--- src/source/mips_pkg.sv ---
`default_nettype none

package mips_pkg;

    localparam int data_width = 32;
    localparam int reg_addr_width = 5;
    // word address width of the largest memory
    localparam int mem_addr_width = 10;

    typedef enum logic [5:0] {
        op_special = 6'h00,
        op_j       = 6'h02,
        op_beq     = 6'h04,
        op_bne     = 6'h05,
        op_addiu   = 6'h09,
        op_andi    = 6'h0c,
        op_ori     = 6'h0d,
        op_lw      = 6'h23,
        op_sw      = 6'h2b
    } opcode_t;

    typedef enum logic [5:0] {
        fn_sll  = 6'h00,
        fn_addu = 6'h21,
        fn_subu = 6'h23,
        fn_and  = 6'h24,
        fn_or   = 6'h25,
        fn_slt  = 6'h2a
    } func_t;

    typedef enum logic [2:0] {
        alu_add,
        alu_sub,
        alu_and,
        alu_or,
        alu_slt,
        alu_sll
    } alu_op_t;

    typedef enum logic [1:0] {
        fwd_reg,
        fwd_mem,
        fwd_wb
    } fwd_sel_t;

    typedef enum logic {
        target_imem,
        target_dmem
    } mem_target_t;

    typedef struct packed {
        opcode_t                   opcode;
        logic [reg_addr_width-1:0] rs;
        logic [reg_addr_width-1:0] rt;
        logic [reg_addr_width-1:0] rd;
        logic [4:0]                shamt;
        func_t                     funct;
    } instr_t;

    typedef struct packed {
        mem_target_t               target;
        logic [mem_addr_width-1:0] addr;
        logic [data_width-1:0]     data;
    } load_req_t;

    typedef struct packed {
        logic [mem_addr_width-1:0] addr;
        logic [data_width-1:0]     data;
    } store_t;

    typedef struct packed {
        alu_op_t                   alu_op;
        logic [data_width-1:0]     a;
        logic [data_width-1:0]     b;
        logic [data_width-1:0]     store_data;
        logic [reg_addr_width-1:0] rs;
        logic [reg_addr_width-1:0] rt;
        logic [reg_addr_width-1:0] dest;
        // operand b holds an immediate
        logic                      b_imm;
        logic                      reg_write;
        logic                      mem_read;
        logic                      mem_write;
        logic                      valid;
    } id_ex_t;

    typedef struct packed {
        logic [data_width-1:0]     result;
        logic [data_width-1:0]     store_data;
        logic [reg_addr_width-1:0] dest;
        logic                      reg_write;
        logic                      mem_read;
        logic                      mem_write;
        logic                      valid;
    } ex_mem_t;

    typedef struct packed {
        logic [data_width-1:0]     result;
        logic [reg_addr_width-1:0] dest;
        logic                      reg_write;
        logic                      valid;
    } mem_wb_t;

endpackage

`default_nettype wire

--- src/source/hazard_forward.sv ---
`timescale 1ns/1ps
`default_nettype none

module hazard_forward import mips_pkg::*; (
    input  wire [reg_addr_width-1:0] id_rs,
    input  wire [reg_addr_width-1:0] id_rt,
    input  wire                      id_uses_rt,
    input  wire                      id_is_branch,
    input  wire id_ex_t              id_ex,
    input  wire ex_mem_t             ex_mem,
    input  wire mem_wb_t             mem_wb,
    output logic                     stall,
    output fwd_sel_t                 fwd_a,
    output fwd_sel_t                 fwd_b
);

    logic ex_writes;
    logic mem_writes;
    logic wb_writes;
    logic ex_hit;
    logic mem_hit;

    // memory stage holds the younger value and wins
    function automatic fwd_sel_t pick_source(
        input logic [reg_addr_width-1:0] src,
        input logic                      mem_w,
        input logic [reg_addr_width-1:0] mem_dest,
        input logic                      wb_w,
        input logic [reg_addr_width-1:0] wb_dest
    );
        if (mem_w && mem_dest == src) begin
            return fwd_mem;
        end
        if (wb_w && wb_dest == src) begin
            return fwd_wb;
        end
        return fwd_reg;
    endfunction

    assign ex_writes = id_ex.valid && id_ex.reg_write && id_ex.dest != '0;
    assign mem_writes = ex_mem.valid && ex_mem.reg_write && ex_mem.dest != '0;
    assign wb_writes = mem_wb.valid && mem_wb.reg_write && mem_wb.dest != '0;

    assign ex_hit = ex_writes && (id_ex.dest == id_rs || (id_uses_rt && id_ex.dest == id_rt));
    assign mem_hit = mem_writes &&
                     (ex_mem.dest == id_rs || (id_uses_rt && ex_mem.dest == id_rt));

    // load-use or a branch compare waiting on a result still in flight
    assign stall = (ex_hit && id_ex.mem_read) || (id_is_branch && (ex_hit || mem_hit));

    assign fwd_a = pick_source(id_ex.rs, mem_writes, ex_mem.dest, wb_writes, mem_wb.dest);
    assign fwd_b = pick_source(id_ex.rt, mem_writes, ex_mem.dest, wb_writes, mem_wb.dest);

endmodule

`default_nettype wire

--- config.mk ---
export PLATFORM = sky130hd
export DESIGN_NAME = hazard_forward
export DESIGN_NICKNAME = d
export VERILOG_FILES = /design/src/source/mips_pkg.sv /design/src/source/hazard_forward.sv
export SDC_FILE = /design/constraint.sdc
export NUM_CORES = 1
export LEC_CHECK = 0
export ABC_AREA = 1
export ABC_CLOCK_PERIOD_IN_PS = 1100
export BUFFER_PORTS_ARGS = -buffer_cell sky130_fd_sc_hd__buf_2
export CORE_AREA = 8 8 90 92
export DETAILED_ROUTE_END_ITERATION = 8
export DIE_AREA = 0 0 98 100
export GPL_ROUTABILITY_DRIVEN = 0
export MAX_ROUTING_LAYER = met4
export PLACE_DENSITY = 0.62
export SLEW_MARGIN = 20
export SYNTH_ARGS = -nofsm -noshare
export SYNTH_HDL_FRONTEND = slang
export SYNTH_SLANG_ARGS = --single-unit
--- constraint.sdc ---
create_clock -name vclk -period 1.1
set_input_delay 0.275 -clock vclk [all_inputs]
set_output_delay 0.275 -clock vclk [all_outputs]
set_load 0.005 [all_outputs]
Yosys cells after proc, flatten, opt, wreduce, memory -nomap -nowiden. Index checks and enable logic that the tools add are counted.

Input port bits: 243. Output and inout bits: 5. Flip-flop bits (word level): 0.

Equality and inequality tests: 8. Multiplexer cells: 14. Reductions and logical operators: 23.

Operator list (count): equality test 5 bit (8); logical AND 1 bit (16); 2-to-1 mux 2 bit (8); nonzero test 5 bit (3); 2-to-1 mux 1 bit (6); logical OR 1 bit (4).

Longest topological paths before layout. Gate-level depths: netlist of run 1.

Depth after elaboration: 7. Mapped depth: 9. Mapped depth without buffers: 8.

Worst setup path before layout of run 1. OpenSTA, ideal clock, no wires.

Path type: input to output. Start: in ex_mem[4] (netlist name). End: out fwd_a[1]. Data arrival time: 0.894 ns. Stages: 6. Slack: -0.069 ns. Data required time: 0.825 ns. Path through: buf_4 > clkinv_1 > nand2_2 > o21bai_2 > nor3_2 > nor2_1.

Cells in the longest elaborated chain, start to end: 5. Elaborated cells on any way between the ends: 6.

RTL lines: start, declared (RTL line hazard_forward.sv:10) `input wire ex_mem_t ex_mem,`; nonzero test 5 bit (RTL line hazard_forward.sv:41) `assign mem_writes = ex_mem.valid && ex_mem.reg_write && ex_mem.dest != '0;`; logical AND 1 bit (RTL line hazard_forward.sv:41); logical AND 1 bit (*) (RTL line hazard_forward.sv:31) `if (mem_w && mem_dest == src) begin`; 2-to-1 mux 1 bit (*) (RTL line hazard_forward.sv:31); 2-to-1 mux 2 bit (*) (RTL line hazard_forward.sv:34) `if (wb_w && wb_dest == src) begin`; end, declared (RTL line hazard_forward.sv:13) `output fwd_sel_t fwd_a,`.

Mark *: on every way between the ends. The rest lies on a longest branch, timed or not.

Worst setup path after layout of run 1.
Start: in id_ex[19] (netlist name). End: out fwd_a[1].

Cells in the longest elaborated chain, start to end: 6. Elaborated cells on any way between the ends: 10.

RTL lines: start, declared (RTL line hazard_forward.sv:9) `input wire id_ex_t id_ex,`; equality test 5 bit (RTL line hazard_forward.sv:34); logical AND 1 bit (RTL line hazard_forward.sv:34); 2-to-1 mux 1 bit (2 in a row) (RTL line hazard_forward.sv:34); 2-to-1 mux 2 bit (RTL line hazard_forward.sv:37) `return fwd_reg;`; 2-to-1 mux 2 bit (*) (RTL line hazard_forward.sv:34).

Mark *: on every way between the ends. The rest lies on a longest branch, timed or not. The select of a mux whose other input is x is not followed.

==> results_dict.tcl, run 1 <==
set metrics [dict create \
    failed_checks "negative setup slack" \
    netlist_instances 150 \
    overflow 0 \
    finalCriticalPeriod_ns 1.34 \
    syn_area_per_cell_um2 4.85 \
    final_cell_area_um2 1400 \
    p_comb_share_pct 100.0 \
    fin_ws_ns -0.238 \
    post-synth-top-area-cell "nand2_1" \
    p_leak_nw 0.748 \
    timing.final.crit_share_pct 122 \
    finalSetupViolations 5 \
    num_vias 1020 \
    ys_types 18 \
    die_w_um 98 \
    crit_end "fwd_a[1]" \
    hold_viol 0 \
    critPathKind "input port to output pin" \
    nets 443 \
    die_height_um 100 \
    maxCapViolCount 0 \
    drv_slew 0 \
    crit_start "id_ex[19]" \
    pwr-share-clk_pct 0 \
    placement.io_buffers 49 \
    drt_iter0_markers 23 \
    drt_first_pass_iters 4 \
    clkbuf_count 0 \
    antenna_found_initial 0 \
    seqCellArea_um2 0 \
    die-area_um2 9800 \
    io_pins 248 \
    top_layer "met3" \
    cp.arrival_ns 1.06 \
    netlist.area_leader.share_pct 34.6 \
    route.detailed.vias_per_inst 3.67 \
    fmax_mhz 747 \
    routed_wl_um 3110 \
    synth_most_common_cell "nand2_1" \
    holdCritPathClass "input port to output pin" \
    intPower_uw 268 \
    ys.warnings.count 0 \
    synth_seq_area_share_pct 0 \
    swShare_pct 47.0 \
    grt_pass1_vias 1082 \
    slew_headroom_pct 87.9 \
    grt_pass1_wl_um 4780 \
    wl_per_cell_um 11.2 \
    pre_cts_ws_ns -0.302 \
    critPathMaxFanout 2 \
    instances_no_fill 278 \
    ys_top_cells_by_count "67 x nand2_1, 19 x nor2_1, 19 x xnor2_1" \
    rsz0062_at_grt "true" \
    dp.cells 278 \
    hpwl_um 2760 \
    end_kind "output pin" \
    route.met2.wl_um 1430 \
    syn_nets 393 \
    grt_max_degree 7 \
    core_um2 6640 \
    rows 30 \
    status "complete, but fails checks" \
    area_growth_pct 92.1 \
    peakVddDrop_v 0.000157 \
    power_density_nw_per_um2 362 \
    sequentialPowerShare_pct 0 \
    startpoint_type "input port" \
    power_uw 506 \
    final.fill_count 750 \
    dr_wl_met3_um 181 \
    nFlopsAndLatches 0 \
    tightest_slew_ns 0.181 \
    start_util_pct 10.9 \
    cp.required_ns 0.82 \
    drc 0 \
    met1Wirelength_um 1490 \
    antenna_left 0 \
    track_usage_pct 6.10 \
    drive_gt1_share_pct 47.0 \
    tns_ns -0.990 \
    hold_depth 5 \
    synth.top_cells.by_area "nand2_1 35%, xnor2_1 23%, nor2_1 9.8%, inv_1 8.8%, nand3_1 4.1%" \
    post-cts-setup-buffers 0 \
    p_sw_uw 238 \
    antennaDiodeCount 0 \
    syn_area_um2 727 \
    place_area_um2 1110 \
]
[layer usage]
| metal | global-route usage (%) | vias to the layer above |
|---|---|---|
| met2 | 10.2 | 43 |
| met4 | 0 | 0 |
| li1 | - | 546 |
| met3 | 1.31 | 0 |
| met5 | - | - |
| met1 | 7.77 | 431 |
[what timing repair did]
item	4_1_cts	5_1_grt
pin swaps	19	30
setup endpoints to repair	5	5
resized for setup	37	40
hold buffers	0	0
[power by group through the flow]
stage,clock (mW),combinational [mW],sequential (mW)
2_1_floorplan,0,0.220,0
3_3_place_gp,0,0.369,0
3_5_place_dp,0,0.372,0
4_1_cts,0,0.443,0
5_1_grt,0,0.555,0
6_report,0,0.506,0
[layout make-up]
class / instances / area (um2) / share of cell area (%)
inverters: 23 / 98.8 / 7.08
repair buffers: 50 / 390 / 28.0
well taps: 80 / 100 / 7.17
multi-input cells: 125 / 807 / 57.8
[worst max-delay path: stages]
cell	delay [ns]
buf_6	0.11
xnor2_2	0.17
nand3_2	0.12
nor3_4	0.20
nor2_1	0.07
buf_2	0.12
[through the flow]
stage               utilization, %  hold WS (ns)
finish                        21.0         0.934
global route                  21.0         0.960
CTS                           18.9         0.941
detailed placement            16.6         0.937
global placement              16.6         0.940
floorplan                        -         0.693
[logic make-up after synthesis]
group                     count (synthesis)  share of synthesized area, %
and+or+nand+nor                         102                          58.3
buffers and inverters                    25                          13.6
xor gates and xnor gates                 22                          26.5
AOI/OAI and AO/OA                         1                          1.55
[how the worst min path moves through the flow]
stage	startpoint	slack [ns]	end
2_1_floorplan	id_ex[18]	0.69	fwd_a[0]
3_3_place_gp	id_ex[13]	0.94	fwd_b[0]
3_5_place_dp	id_ex[13]	0.94	fwd_b[0]
4_1_cts	id_ex[13]	0.94	fwd_b[0]
5_1_grt	ex_mem[8]	0.96	fwd_b[0]
6_report	id_ex[13]	0.93	fwd_b[0]
[cells in the final DEF, fill, tap and decap left out, types with 2 or more instances in the layout]
cell,count
buf_8,2
xor2_1,3
buf_12,2
nand4_1,2
xnor2_1,9
nand2_1,59
buf_6,12
inv_2,11
buf_2,28
xnor2_4,4
xnor2_2,6
inv_4,5
nor2_1,18
nand3_2,2
nor3_2,2
inv_1,7
nand3_1,4
nand2_2,9
buf_4,6
(Power assumes the default switching activity.)
==> inputs of run 2 (changes only) <==
==> constraint.sdc (replaced) <==
create_clock -name vclk -period 1.1
set_input_delay 0.11 -clock vclk [all_inputs]
set_output_delay 0.11 -clock vclk [all_outputs]
set_load 0.005 [all_outputs]
==> run 2 against run 1 <==
The flow now finishes without violations; cell area decreased by 18%; sequential share of layout area is the same; combinational power shrank 23%; highest routed layer unchanged; critical path depth grew 2; non-clock buffer count shrank 1; power fell by 23%; flip-flop and latch count is the same; first-iteration DRC count is 48% lower; critical endpoint is now stall.
==> results_dict.tcl, run 2 (synthesized netlist as in run 1, its figures left out) <==
set metrics [dict create \
    rsz0062_at_grt "false" \
    final_common_cell "nand2_1" \
    cts_resized 0 \
    pwr-share-clk_pct 0 \
    drive_gt1_share_pct 33.5 \
    grt_pass1_wl_um 4890 \
    overflow 0 \
    num_vias 978 \
    cts_hold_buf 0 \
    hpwl_um 2810 \
    antennaDiodeCount 0 \
    holdCritPathClass "input port to output pin" \
    fmax_mhz 969 \
    rows 30 \
    p_sw_uw 201 \
    nets 442 \
    routed_wl_um 3000 \
    drt_iter0_markers 12 \
    critPathKind "input port to output pin" \
    drv_slew 0 \
    startpoint_type "input port" \
    wl_per_cell_um 10.8 \
    antenna_found_initial 0 \
    finalCriticalPeriod_ns 1.03 \
    nFlopsAndLatches 0 \
    final_cell_area_um2 1150 \
    maxCapViolCount 0 \
    p_comb_share_pct 100.0 \
    seqCellArea_um2 0 \
    slew_headroom_pct 87.5 \
    grt_pass1_vias 1015 \
    tns_ns 0 \
    cp.arrival_ns 0.92 \
    swShare_pct 51.6 \
    start_util_pct 10.9 \
    tightest_slew_ns 0.187 \
    io_pins 248 \
    power_density_nw_per_um2 340 \
    layout_common_cells "67 x nand2_1, 42 x buf_2, 17 x inv_1, 17 x nor2_1, 16 x xnor2_1" \
    sequentialPowerShare_pct 0 \
    multiInputGateArea_um2 686 \
    end_kind "output pin" \
    hold_depth 5 \
    final.fill_count 760 \
    status "finished, final reports clean" \
    track_usage_pct 6.14 \
    grt_max_degree 7 \
    die_w_um 98 \
    clkbuf_count 0 \
    route.detailed.vias_per_inst 3.53 \
    hold_viol 0 \
    placement.io_buffers 49 \
    die_height_um 100 \
    post-cts-setup-buffers 0 \
    core_um2 6640 \
    die-area_um2 9800 \
    cp.required_ns 0.99 \
    crit_start "ex_mem[7]" \
    drc 0 \
    peakVddDrop_v 0.000106 \
    place_area_um2 1060 \
    critPathMaxFanout 5 \
    p_leak_nw 0.666 \
    intPower_uw 188 \
    antenna_left 0 \
    area_growth_pct 57.7 \
    timing.final.crit_share_pct 93.8 \
    min_from "id_ex[15]" \
    drt_first_pass_iters 4 \
    finalSetupViolations 0 \
]
## run 2: cell count changes in the layout (fill, tap and decap cells not counted), moves of 5 or more
cell     before  now
buf_2        28   42
inv_1         7   17
buf_6        12    3
nand2_1      59   67
nand2_2       9    1
xnor2_1       9   16
inv_2        11    6
inv_4         5    0
## run 2: area by class of cell
cell class | instances | area share (%)
inverter | 23 | 7.53
multi-input combinational | 125 | 59.8
tap | 80 | 8.73
timing repair buffer | 49 | 23.9
## run 2: power groups by stage
stage | clock, mW | combinational, mW | sequential, mW
3_3_place_gp | 0 | 0.347 | 0
2_1_floorplan | 0 | 0.198 | 0
4_1_cts | 0 | 0.352 | 0
5_1_grt | 0 | 0.440 | 0
3_5_place_dp | 0 | 0.350 | 0
6_report | 0 | 0.390 | 0
## run 2: routing by layer
layer / track usage (%) / vias to the layer above / part of all wire (%)
li1: - / 540 / -
met1: 8.72 / 405 / 54
met2: 9.75 / 33 / 42
met3: 0.484 / 0 / 3.9
met4: 0 / 0 / 0
met5: - / - / 0
## run 2: critical path, stage by stage
cell	delay, ns
clkbuf_4	0.14
inv_2	0.08
nand3_2	0.09
o21bai_4	0.19
nor2_1	0.06
nand2_1	0.07
nand2_1	0.06
buf_2	0.12
## run 2: path summary, 6_finish.rpt
path                  slack [ns]  endpoint
worst min-delay path        0.62  fwd_a[0]
worst max-delay path        0.07     stall
## run 2: through the flow
stage	power, mW	utilization [%]	hold WS [ns]	setup slack (ns)	cells
2_1_floorplan	0.198	-	0.363	0.261	150
3_3_place_gp	0.347	16.0	0.628	0.0221	277
3_5_place_dp	0.350	16.0	0.630	0.0321	277
4_1_cts	0.352	16.0	0.634	0.0299	277
5_1_grt	0.440	17.3	0.659	0.00864	277
6_report	0.390	17.3	0.618	0.0684	277
