<file path="src/source/mips_pkg.sv">
`default_nettype none

package mips_pkg;

    localparam int data_width = 32;
    localparam int reg_addr_width = 5;
    // word address width of the largest memory
    localparam int mem_addr_width = 10;

    typedef enum logic [5:0] {
        op_special = 6'h00,
        op_j       = 6'h02,
        op_beq     = 6'h04,
        op_bne     = 6'h05,
        op_addiu   = 6'h09,
        op_andi    = 6'h0c,
        op_ori     = 6'h0d,
        op_lw      = 6'h23,
        op_sw      = 6'h2b
    } opcode_t;

    typedef enum logic [5:0] {
        fn_sll  = 6'h00,
        fn_addu = 6'h21,
        fn_subu = 6'h23,
        fn_and  = 6'h24,
        fn_or   = 6'h25,
        fn_slt  = 6'h2a
    } func_t;

    typedef enum logic [2:0] {
        alu_add,
        alu_sub,
        alu_and,
        alu_or,
        alu_slt,
        alu_sll
    } alu_op_t;

    typedef enum logic [1:0] {
        fwd_reg,
        fwd_mem,
        fwd_wb
    } fwd_sel_t;

    typedef enum logic {
        target_imem,
        target_dmem
    } mem_target_t;

    typedef struct packed {
        opcode_t                   opcode;
        logic [reg_addr_width-1:0] rs;
        logic [reg_addr_width-1:0] rt;
        logic [reg_addr_width-1:0] rd;
        logic [4:0]                shamt;
        func_t                     funct;
    } instr_t;

    typedef struct packed {
        mem_target_t               target;
        logic [mem_addr_width-1:0] addr;
        logic [data_width-1:0]     data;
    } load_req_t;

    typedef struct packed {
        logic [mem_addr_width-1:0] addr;
        logic [data_width-1:0]     data;
    } store_t;

    typedef struct packed {
        alu_op_t                   alu_op;
        logic [data_width-1:0]     a;
        logic [data_width-1:0]     b;
        logic [data_width-1:0]     store_data;
        logic [reg_addr_width-1:0] rs;
        logic [reg_addr_width-1:0] rt;
        logic [reg_addr_width-1:0] dest;
        // operand b holds an immediate
        logic                      b_imm;
        logic                      reg_write;
        logic                      mem_read;
        logic                      mem_write;
        logic                      valid;
    } id_ex_t;

    typedef struct packed {
        logic [data_width-1:0]     result;
        logic [data_width-1:0]     store_data;
        logic [reg_addr_width-1:0] dest;
        logic                      reg_write;
        logic                      mem_read;
        logic                      mem_write;
        logic                      valid;
    } ex_mem_t;

    typedef struct packed {
        logic [data_width-1:0]     result;
        logic [reg_addr_width-1:0] dest;
        logic                      reg_write;
        logic                      valid;
    } mem_wb_t;

endpackage

`default_nettype wire

</file>
<file path="src/source/decode_stage.sv">
`timescale 1ns/1ps
`default_nettype none

module decode_stage import mips_pkg::*; (
    input  wire                           clk,
    input  wire                           reset,
    input  wire                           run,
    input  wire [data_width-1:0]          if_id_instr,
    input  wire [data_width-1:0]          if_id_pc,
    input  wire                           if_id_valid,
    input  wire                           stall,
    input  wire mem_wb_t                  mem_wb,
    output logic [reg_addr_width-1:0]     id_rs,
    output logic [reg_addr_width-1:0]     id_rt,
    output logic                          id_uses_rt,
    output logic                          id_is_branch,
    output logic                          branch_taken,
    output logic [data_width-1:0]         branch_target,
    output id_ex_t                        id_ex
);

    localparam int num_regs = 1 << reg_addr_width;

    instr_t                    instr;
    logic [data_width-1:0]     regs [num_regs];
    logic [data_width-1:0]     rs_val;
    logic [data_width-1:0]     rt_val;
    logic [data_width-1:0]     imm_sext;
    logic [data_width-1:0]     imm_zext;
    logic [data_width-1:0]     pc_next;
    logic                      wb_write;
    alu_op_t                   alu_op;
    logic [reg_addr_width-1:0] dest;
    logic                      reg_write;
    logic                      mem_read;
    logic                      mem_write;
    logic                      b_imm;
    logic                      zext;
    logic                      uses_rt;
    logic                      is_shift;
    logic                      is_jump;
    logic                      is_beq;
    logic                      is_bne;
    id_ex_t                    id_ex_next;

    assign instr = instr_t'(if_id_instr);
    assign wb_write = mem_wb.valid && mem_wb.reg_write && mem_wb.dest != '0;

    always_ff @(posedge clk) begin
        if (reset) begin
            for (int i = 0; i < num_regs; i++) begin
                regs[i] <= '0;
            end
        end else if (wb_write) begin
            regs[mem_wb.dest] <= mem_wb.result;
        end
    end

    // same-cycle writeback goes straight to the read
    assign rs_val = (instr.rs == '0) ? '0 :
                    (wb_write && mem_wb.dest == instr.rs) ? mem_wb.result : regs[instr.rs];
    assign rt_val = (instr.rt == '0) ? '0 :
                    (wb_write && mem_wb.dest == instr.rt) ? mem_wb.result : regs[instr.rt];

    assign imm_sext = {{(data_width-16){if_id_instr[15]}}, if_id_instr[15:0]};
    assign imm_zext = {{(data_width-16){1'b0}}, if_id_instr[15:0]};
    assign pc_next = if_id_pc + data_width'(4);

    always_comb begin
        alu_op = alu_add;
        dest = instr.rt;
        reg_write = 1'b0;
        mem_read = 1'b0;
        mem_write = 1'b0;
        b_imm = 1'b1;
        zext = 1'b0;
        uses_rt = 1'b0;
        is_shift = 1'b0;
        is_jump = 1'b0;
        is_beq = 1'b0;
        is_bne = 1'b0;
        case (instr.opcode)
            op_special: begin
                dest = instr.rd;
                b_imm = 1'b0;
                uses_rt = 1'b1;
                reg_write = 1'b1;
                case (instr.funct)
                    fn_addu: alu_op = alu_add;
                    fn_subu: alu_op = alu_sub;
                    fn_and:  alu_op = alu_and;
                    fn_or:   alu_op = alu_or;
                    fn_slt:  alu_op = alu_slt;
                    fn_sll: begin
                        alu_op = alu_sll;
                        is_shift = 1'b1;
                    end
                    default: reg_write = 1'b0;
                endcase
            end
            op_addiu: reg_write = 1'b1;
            op_andi: begin
                alu_op = alu_and;
                zext = 1'b1;
                reg_write = 1'b1;
            end
            op_ori: begin
                alu_op = alu_or;
                zext = 1'b1;
                reg_write = 1'b1;
            end
            op_lw: begin
                reg_write = 1'b1;
                mem_read = 1'b1;
            end
            op_sw: begin
                mem_write = 1'b1;
                uses_rt = 1'b1;
            end
            op_beq: begin
                is_beq = 1'b1;
                uses_rt = 1'b1;
            end
            op_bne: begin
                is_bne = 1'b1;
                uses_rt = 1'b1;
            end
            op_j: is_jump = 1'b1;
            default: ;
        endcase
    end

    // j and sll carry no rs operand
    assign id_rs = (if_id_valid && !is_jump && !is_shift) ? instr.rs : '0;
    assign id_rt = instr.rt;
    assign id_uses_rt = if_id_valid && uses_rt;
    assign id_is_branch = if_id_valid && (is_beq || is_bne);

    assign branch_taken = if_id_valid && run && !stall &&
                          (is_jump || (is_beq && rs_val == rt_val) ||
                           (is_bne && rs_val != rt_val));
    assign branch_target = is_jump ? {pc_next[31:28], if_id_instr[25:0], 2'b00} :
                                     pc_next + {imm_sext[data_width-3:0], 2'b00};

    always_comb begin
        id_ex_next.alu_op = alu_op;
        // shift amount rides in operand a
        id_ex_next.a = is_shift ? {{(data_width-5){1'b0}}, instr.shamt} : rs_val;
        id_ex_next.b = !b_imm ? rt_val : (zext ? imm_zext : imm_sext);
        id_ex_next.store_data = rt_val;
        id_ex_next.rs = is_shift ? '0 : instr.rs;
        id_ex_next.rt = instr.rt;
        id_ex_next.dest = dest;
        id_ex_next.b_imm = b_imm;
        id_ex_next.reg_write = reg_write;
        id_ex_next.mem_read = mem_read;
        id_ex_next.mem_write = mem_write;
        id_ex_next.valid = if_id_valid;
    end

    always_ff @(posedge clk) begin
        id_ex <= id_ex_next;
        // bubble on stall
        if (reset || !run || stall) begin
            id_ex.valid <= 1'b0;
        end
    end

endmodule

`default_nettype wire

</file>
<file path="config.mk">
export PLATFORM = sky130hd
export DESIGN_NAME = decode_stage
export DESIGN_NICKNAME = d
export VERILOG_FILES = /design/src/source/mips_pkg.sv /design/src/source/decode_stage.sv
export SDC_FILE = /design/constraint.sdc
export NUM_CORES = 2
export LEC_CHECK = 0
export BUFFER_PORTS_ARGS = -buffer_cell sky130_fd_sc_hd__buf_2
export CORE_MARGIN = 10
export CORE_UTILIZATION = 48
export DETAILED_ROUTE_END_ITERATION = 8
export PLACE_DENSITY_LB_ADDON = 0.15
export SLEW_MARGIN = 40
export SYNTH_ARGS = -nofsm -noshare
export SYNTH_HDL_FRONTEND = slang
export SYNTH_SLANG_ARGS = --single-unit
export TNS_END_PERCENT = 100
</file>
<file path="constraint.sdc">
create_clock -name clk -period 5.44 [get_ports clk]
set_input_delay 1.088 -clock clk [delete_from_list [all_inputs] [get_ports clk]]
set_output_delay 1.088 -clock clk [all_outputs]
set_load 0.005 [all_outputs]
</file>
Yosys cells after proc, flatten, opt, wreduce, memory -nomap -nowiden
Memory sizes are Yosys's and may differ from the RTL's.
Index checks and enable logic that the tools add are counted.
W data, S select, Z words.
- add/sub/neg operators: 2
- $mul: 0
- div/mod/pow operators: 0
- order comparisons: 0
- equal/unequal tests: 17
- shift-type cells: 0
- mux-type cells: 32
- bitwise operators: 0
- reduce and logical (&&, ||, !) cells: 32
- operators by type and width (operator ; number):
    $mux W32 ; 8
    $eq A6 B6 Y1 const B ; 7
    $add A32 B3 Y32 const B ; 1
    $add A32 B32 Y32 ; 1
    $eq A32 B32 Y1 ; 1
    $ne A32 B32 Y1 ; 1
    $reduce_or A32 Y1 ; 1
    $mux W5 ; 4
    $eq A6 B4 Y1 const B ; 3
    $mux W1 ; 17
    $pmux W3 S5 ; 1
    $logic_and A1 B1 Y1 ; 13
    $eq A6 B3 Y1 const B ; 2
    $logic_not A6 Y1 ; 2
    $eq A5 B5 Y1 ; 2
    $logic_not A5 Y1 ; 2
    $pmux W3 S3 ; 1
    $reduce_or A4 Y1 ; 2
    $eq A6 B2 Y1 const B ; 1
    $reduce_or A6 Y1 ; 1
    $logic_or A1 B1 Y1 ; 5
    $reduce_bool A5 Y1 ; 1
    $logic_not A1 Y1 ; 4
    $pmux W1 S2 ; 1
    $reduce_or A2 Y1 ; 1
- register bits: 119
- latch bits: 0
- bits in writable memories: 1024
- memory bits (read-only): 0
- bits of input ports: 108
- output and inout bits: 164
- memories kept: 1
- memory list (name ; depth ; bits a word ; rd ports ; clocked after memory_dff ; write ports ; RTL line ; text):
    regs ; 32 ; 32 ; 2 ; 0 ; 32 ; decode_stage.sv:25 ; logic [data_width-1:0] regs [num_regs];

Depth between registers and ports, before layout
- word-level depth: 10
- depth in mapped cells: 18
- mapped depth without buffers: 18

Worst setup path before layout
Ideal clock, no wire load.
- path type: input-to-output
- start point: input port if_id_pc[2]
- end point: output port branch_target[31]
- arrival time: 4521 ps
- required time: 4352 ps
- setup slack: -169 ps
- stages on the path: 18
- buffers on the path: 0
- cell sequence: ha_1 -> nand3_1 -> nor2_1 -> and3_1 -> nand3_1 -> xnor2_1 -> ha_1 -> a21o_1 -> a21o_1 -> a221o_1 -> a31oi_1 -> o21ai_0 -> a2111oi_0 -> o21ai_0 -> a31oi_1 -> xnor2_1 -> a21oi_1 -> a31oi_1
- cells in the longest elaborated chain, start to end: 3
- ends and longest elaborated chain (item ; RTL line ; text):
    start: declaration ; decode_stage.sv:9 ; input wire [data_width-1:0] if_id_pc,
    $add A32 B3 Y32 (*) ; decode_stage.sv:67 ; assign pc_next = if_id_pc + data_width'(4);
    $add A32 B32 Y32 ; decode_stage.sv:143 ; pc_next + {imm_sext[data_width-3:0], 2'b00};
    $mux W32 (*) ; decode_stage.sv:142 ; assign branch_target = is_jump ? {pc_next[31:28], if_id_instr[25:0], 2'b00} :
    end: declaration ; decode_stage.sv:18 ; output logic [data_width-1:0] branch_target,
Mark *: on every way between the ends. The rest lies on a longest branch, timed or not.

==> flow_metrics.py <==
metrics = {
    "critical_path": {
        "cp-start-kind": "input port",
        "crit_path_start": "if_id_instr[19]",
        "r2r_setup_slack_ps": 2860,
        "cp-endpoint": "branch_taken",
        "r2r_cells": 6,
        "critPathKind": "input port to output port",
        "required_ps": 4350,
        "crit_fanout": 12,
        "r2r_start": "regs[31][30]",
        "cp-end-kind": "output port",
        "crit-reg2reg-capture": "id_ex[114]",
        "worst_ep_arrival_time_ps": 4680,
    },
    "yosys": {
        "synth-simple-area-share_pct": 15.1,
        "syn-instance-count": 4465,
        "synth_async_sr_flop_share_pct": 0,
        "synth_xor_area_share_pct": 1.32,
        "yosysTopAreaCellShare_pct": 50.3,
        "synth_edf_count": 1024,
        "synth_mux_area_share_pct": 20.0,
        "synth-seq-cells": 1143,
        "yosys.area_share.adder_pct": 0.748,
        "synth_compound_area_share_pct": 5.34,
        "synth_area_leaders": "edfxtp_1 (50%), mux4_2 (17%), and2_1 (10%), dfxtp_1 (3.9%), mux2i_1 (2.5%)",
        "yosysWarnings": 0,
        "syn_area_um2": 61200,
        "synth_top_family_by_area": "multiplexers",
        "synth-main-ff-cell": "edfxtp_1",
        "syn_area_per_cell_um2": 13.7,
        "synth_cell_types": 74,
        "seq_area_frac_synth_pct": 54.1,
        "yosys.area.top_type": "edfxtp_1",
    },
    "sta": {
        "final-setup-viol-count": 2,
        "skew_ps": 29.9,
        "drv_slew": 0,
        "rsz0062_at_grt": "yes",
        "worst_slew_pin_slew_ps": 904,
        "min_period_over_period_pct": 106,
        "slew_headroom_pct": 39.7,
        "whs_ps": 586,
        "hold_viol": 0,
        "clock.fmax_mhz": 173,
        "fin_crit_ps": 5770,
        "setup_slack_ps": -329,
        "final.setup.tns_ps": -460,
    },
    "clocking": {
        "numClockSinks": 1143,
        "cts-buffers-inserted": 132,
        "htree_levels": 4,
        "cts_tree": "yes",
        "clockRootBuffer": "clkbuf_16",
        "insertion_delay_ps": 780,
        "cts_hold_buffers": 0,
        "cts.reportedPaths.clkPinSlew_ps": 60,
        "cts_buffer_depth": 3,
    },
    "route": {
        "drc": 0,
        "ant_nets": 0,
        "vias": 45501,
        "drt_iter0_markers": 7512,
        "routedWlPerCell_um": 36.2,
        "viasPerCell": 6.57,
        "dr.pass1.iters": 6,
        "finalWirelength_um": 251000,
    },
    "global_route": {
        "antenna_found_initial": 35,
        "grtUsageTotal_pct": 34.5,
        "grt_max_degree": 45,
        "grt_pass1_vias": 44843,
        "grt_overflow": 0,
        "grt_pass1_wl_um": 345000,
    },
    "floorplan": {
        "die_x_um": 377,
        "core.rowCount": 130,
        "core_um2": 126000,
        "die_y_um": 377,
        "dieArea_um2": 142000,
        "boundaryPins": 272,
        "start_util_pct": 48.5,
    },
    "power_and_ir_drop": {
        "finalPower_mw": 22.8,
        "ir_drop_mv": 0.298,
        "clock_power_share_pct": 38.1,
        "leakage_nw": 27.9,
        "pwr_density_cell_nw_per_um2": 308,
        "swShare_pct": 26.9,
        "p_comb_share_pct": 16.7,
        "intPower_mw": 16.7,
        "seqPwrFrac_pct": 45.2,
        "p_sw_mw": 6.14,
    },
    "worst_hold_path": {
        "hold_class": "input port to flip-flop",
        "hold_start": "if_id_instr[29]",
    },
    "layout": {
        "drive_above_1_share_pct": 34.4,
        "fin_nets": 5297,
        "fillers": 9935,
        "area_growth_pct": 21.4,
    },
    "run_status": {
        "status": "finished, violations left",
        "violations": "setup timing",
    },
    "place": {
        "port_buffers": 271,
        "gp_congestion": 0.962,
        "dp_hpwl_um": 164000,
    },
    "job": {
        "drv_cap": 0,
    },
}
==> cell usage after synthesis, types with 23 or more instances <==
| master | count |
|---|---|
| edfxtp_1 | 1024 |
| a21oi_1 | 78 |
| mux4_2 | 461 |
| mux2_2 | 31 |
| inv_1 | 29 |
| a211oi_1 | 25 |
| nor3_1 | 37 |
| nor2_1 | 132 |
| a22oi_1 | 70 |
| xor2_1 | 45 |
| nand3_1 | 49 |
| buf_2 | 41 |
| and3_1 | 28 |
| buf_6 | 23 |
| and2_1 | 1016 |
| dfxtp_1 | 119 |
| nand2_1 | 235 |
| or2_2 | 36 |
| clkbuf_1 | 302 |
| xnor2_1 | 47 |
| o21ai_0 | 60 |
| buf_4 | 34 |
| mux2i_1 | 151 |
| ha_1 | 35 |
| o22ai_1 | 55 |
==> how the worst min path moves through the flow <==
stage | to | slack (ps) | depth (start not counted)
floorplan | id_ex[48] | 790 | 6
CTS | id_ex[2] | 540 | 2
global placement | id_ex[22] | 1060 | 5
global route | id_ex[2] | 580 | 2
detailed placement | id_ex[22] | 1080 | 5
finish | id_ex[2] | 590 | 2
==> routing by layer <==
metal	GRT usage, %	vias up	share of wire (%)
met4	17.7	14	6.0
met3	11.5	732	14
li1	-	18233	-
met1	45.0	22797	36
met5	0	-	0.037
met2	51.1	3725	43
==> layout by cell type, fill, tap and decap left out, drive strengths merged, types with 18 or more instances in the layout <==
master,Yosys,layout
dfxtp,119,119
conb,1,32
nor2,132,132
a21oi,78,78
o21ai,62,62
and2,1018,1018
a221oi,18,18
ha,35,35
edfxtp,1024,1024
o221ai,20,20
xor2,45,45
inv,30,38
o211ai,22,22
buf,121,940
nor3,37,37
o22ai,55,55
mux2i,151,151
and3,28,28
nand2,235,235
nand3,49,49
mux4,461,461
a22oi,70,70
mux2,31,31
a211oi,26,26
a21o,18,18
or2,36,36
xnor2,47,47
clkinv,0,57
clkbuf,302,175
==> flip-flops by register name, indices dropped and copies added, names as in the netlist <==
| signal | count |
|---|---|
| id_ex | 119 |
| regs | 1024 |
==> stage by stage <==
stage / std cells / util (%) / instance area (um2) / setup slack, ps
5_1_grt: 6915 / 58.9 / 74200 / -309
2_1_floorplan: 4496 / - / 61300 / 14.6
4_1_cts: 6889 / 58.4 / 73600 / -181
3_3_place_gp: 6638 / 54.7 / 68900 / -592
3_5_place_dp: 6638 / 54.7 / 68900 / -668
6_report: 6924 / 58.9 / 74300 / -329
==> critical path, cell delays in order <==
cell,delay (ps)
buf_2,160
buf_4,190
buf_4,230
nand3b_1,180
buf_12,180
o221ai_1,150
nor2_1,440
a22oi_1,170
a32o_2,380
xnor2_1,190
nand4_1,130
nor4_2,280
buf_4,170
o311ai_2,130
mux2i_1,180
o211ai_1,210
buf_2,200
==> repair_timing <==
item / CTS / global route
cloned: 2 / 3
endpoints found under the setup margin: 9 / 12
setup buffers: 8 / 19
gates resized for setup: 81 / 88
pin swaps: 30 / 46
==> power by group through the flow <==
stage	clock, mW	sequential, mW	combinational [mW]
2_1_floorplan	0	10.4	1.76
3_3_place_gp	0	10.5	3.56
3_5_place_dp	0	10.5	3.58
4_1_cts	8.74	10.3	3.64
5_1_grt	9.06	10.4	3.91
6_report	8.71	10.3	3.81
==> cell families (layout without fill, tap and decap cells) <==
group,after synthesis,in the layout
buffers and inverters,453,1217
xor gates and xnor gates,92,92
AOI/OAI and AO/OA,470,470
adders and majority gates,36,36
DFF,1143,1143
muxes,643,643
and+or+nand+nor,1627,1627
other,1,46
==> final cells by class <==
type                       count  area [um2]  share of cell area [%]
clock buffer                 170        3640                    4.90
timing repair buffer         946        7770                    10.5
clock inverter                71         532                   0.716
sequential                  1143       33100                    44.6
inverter                      30         115                   0.155
multi-input combinational   2900       27000                    36.3
antenna                       14        35.0                  0.0472
tap                         1650        2060                    2.78
Power figures use the tool's default switching activity.
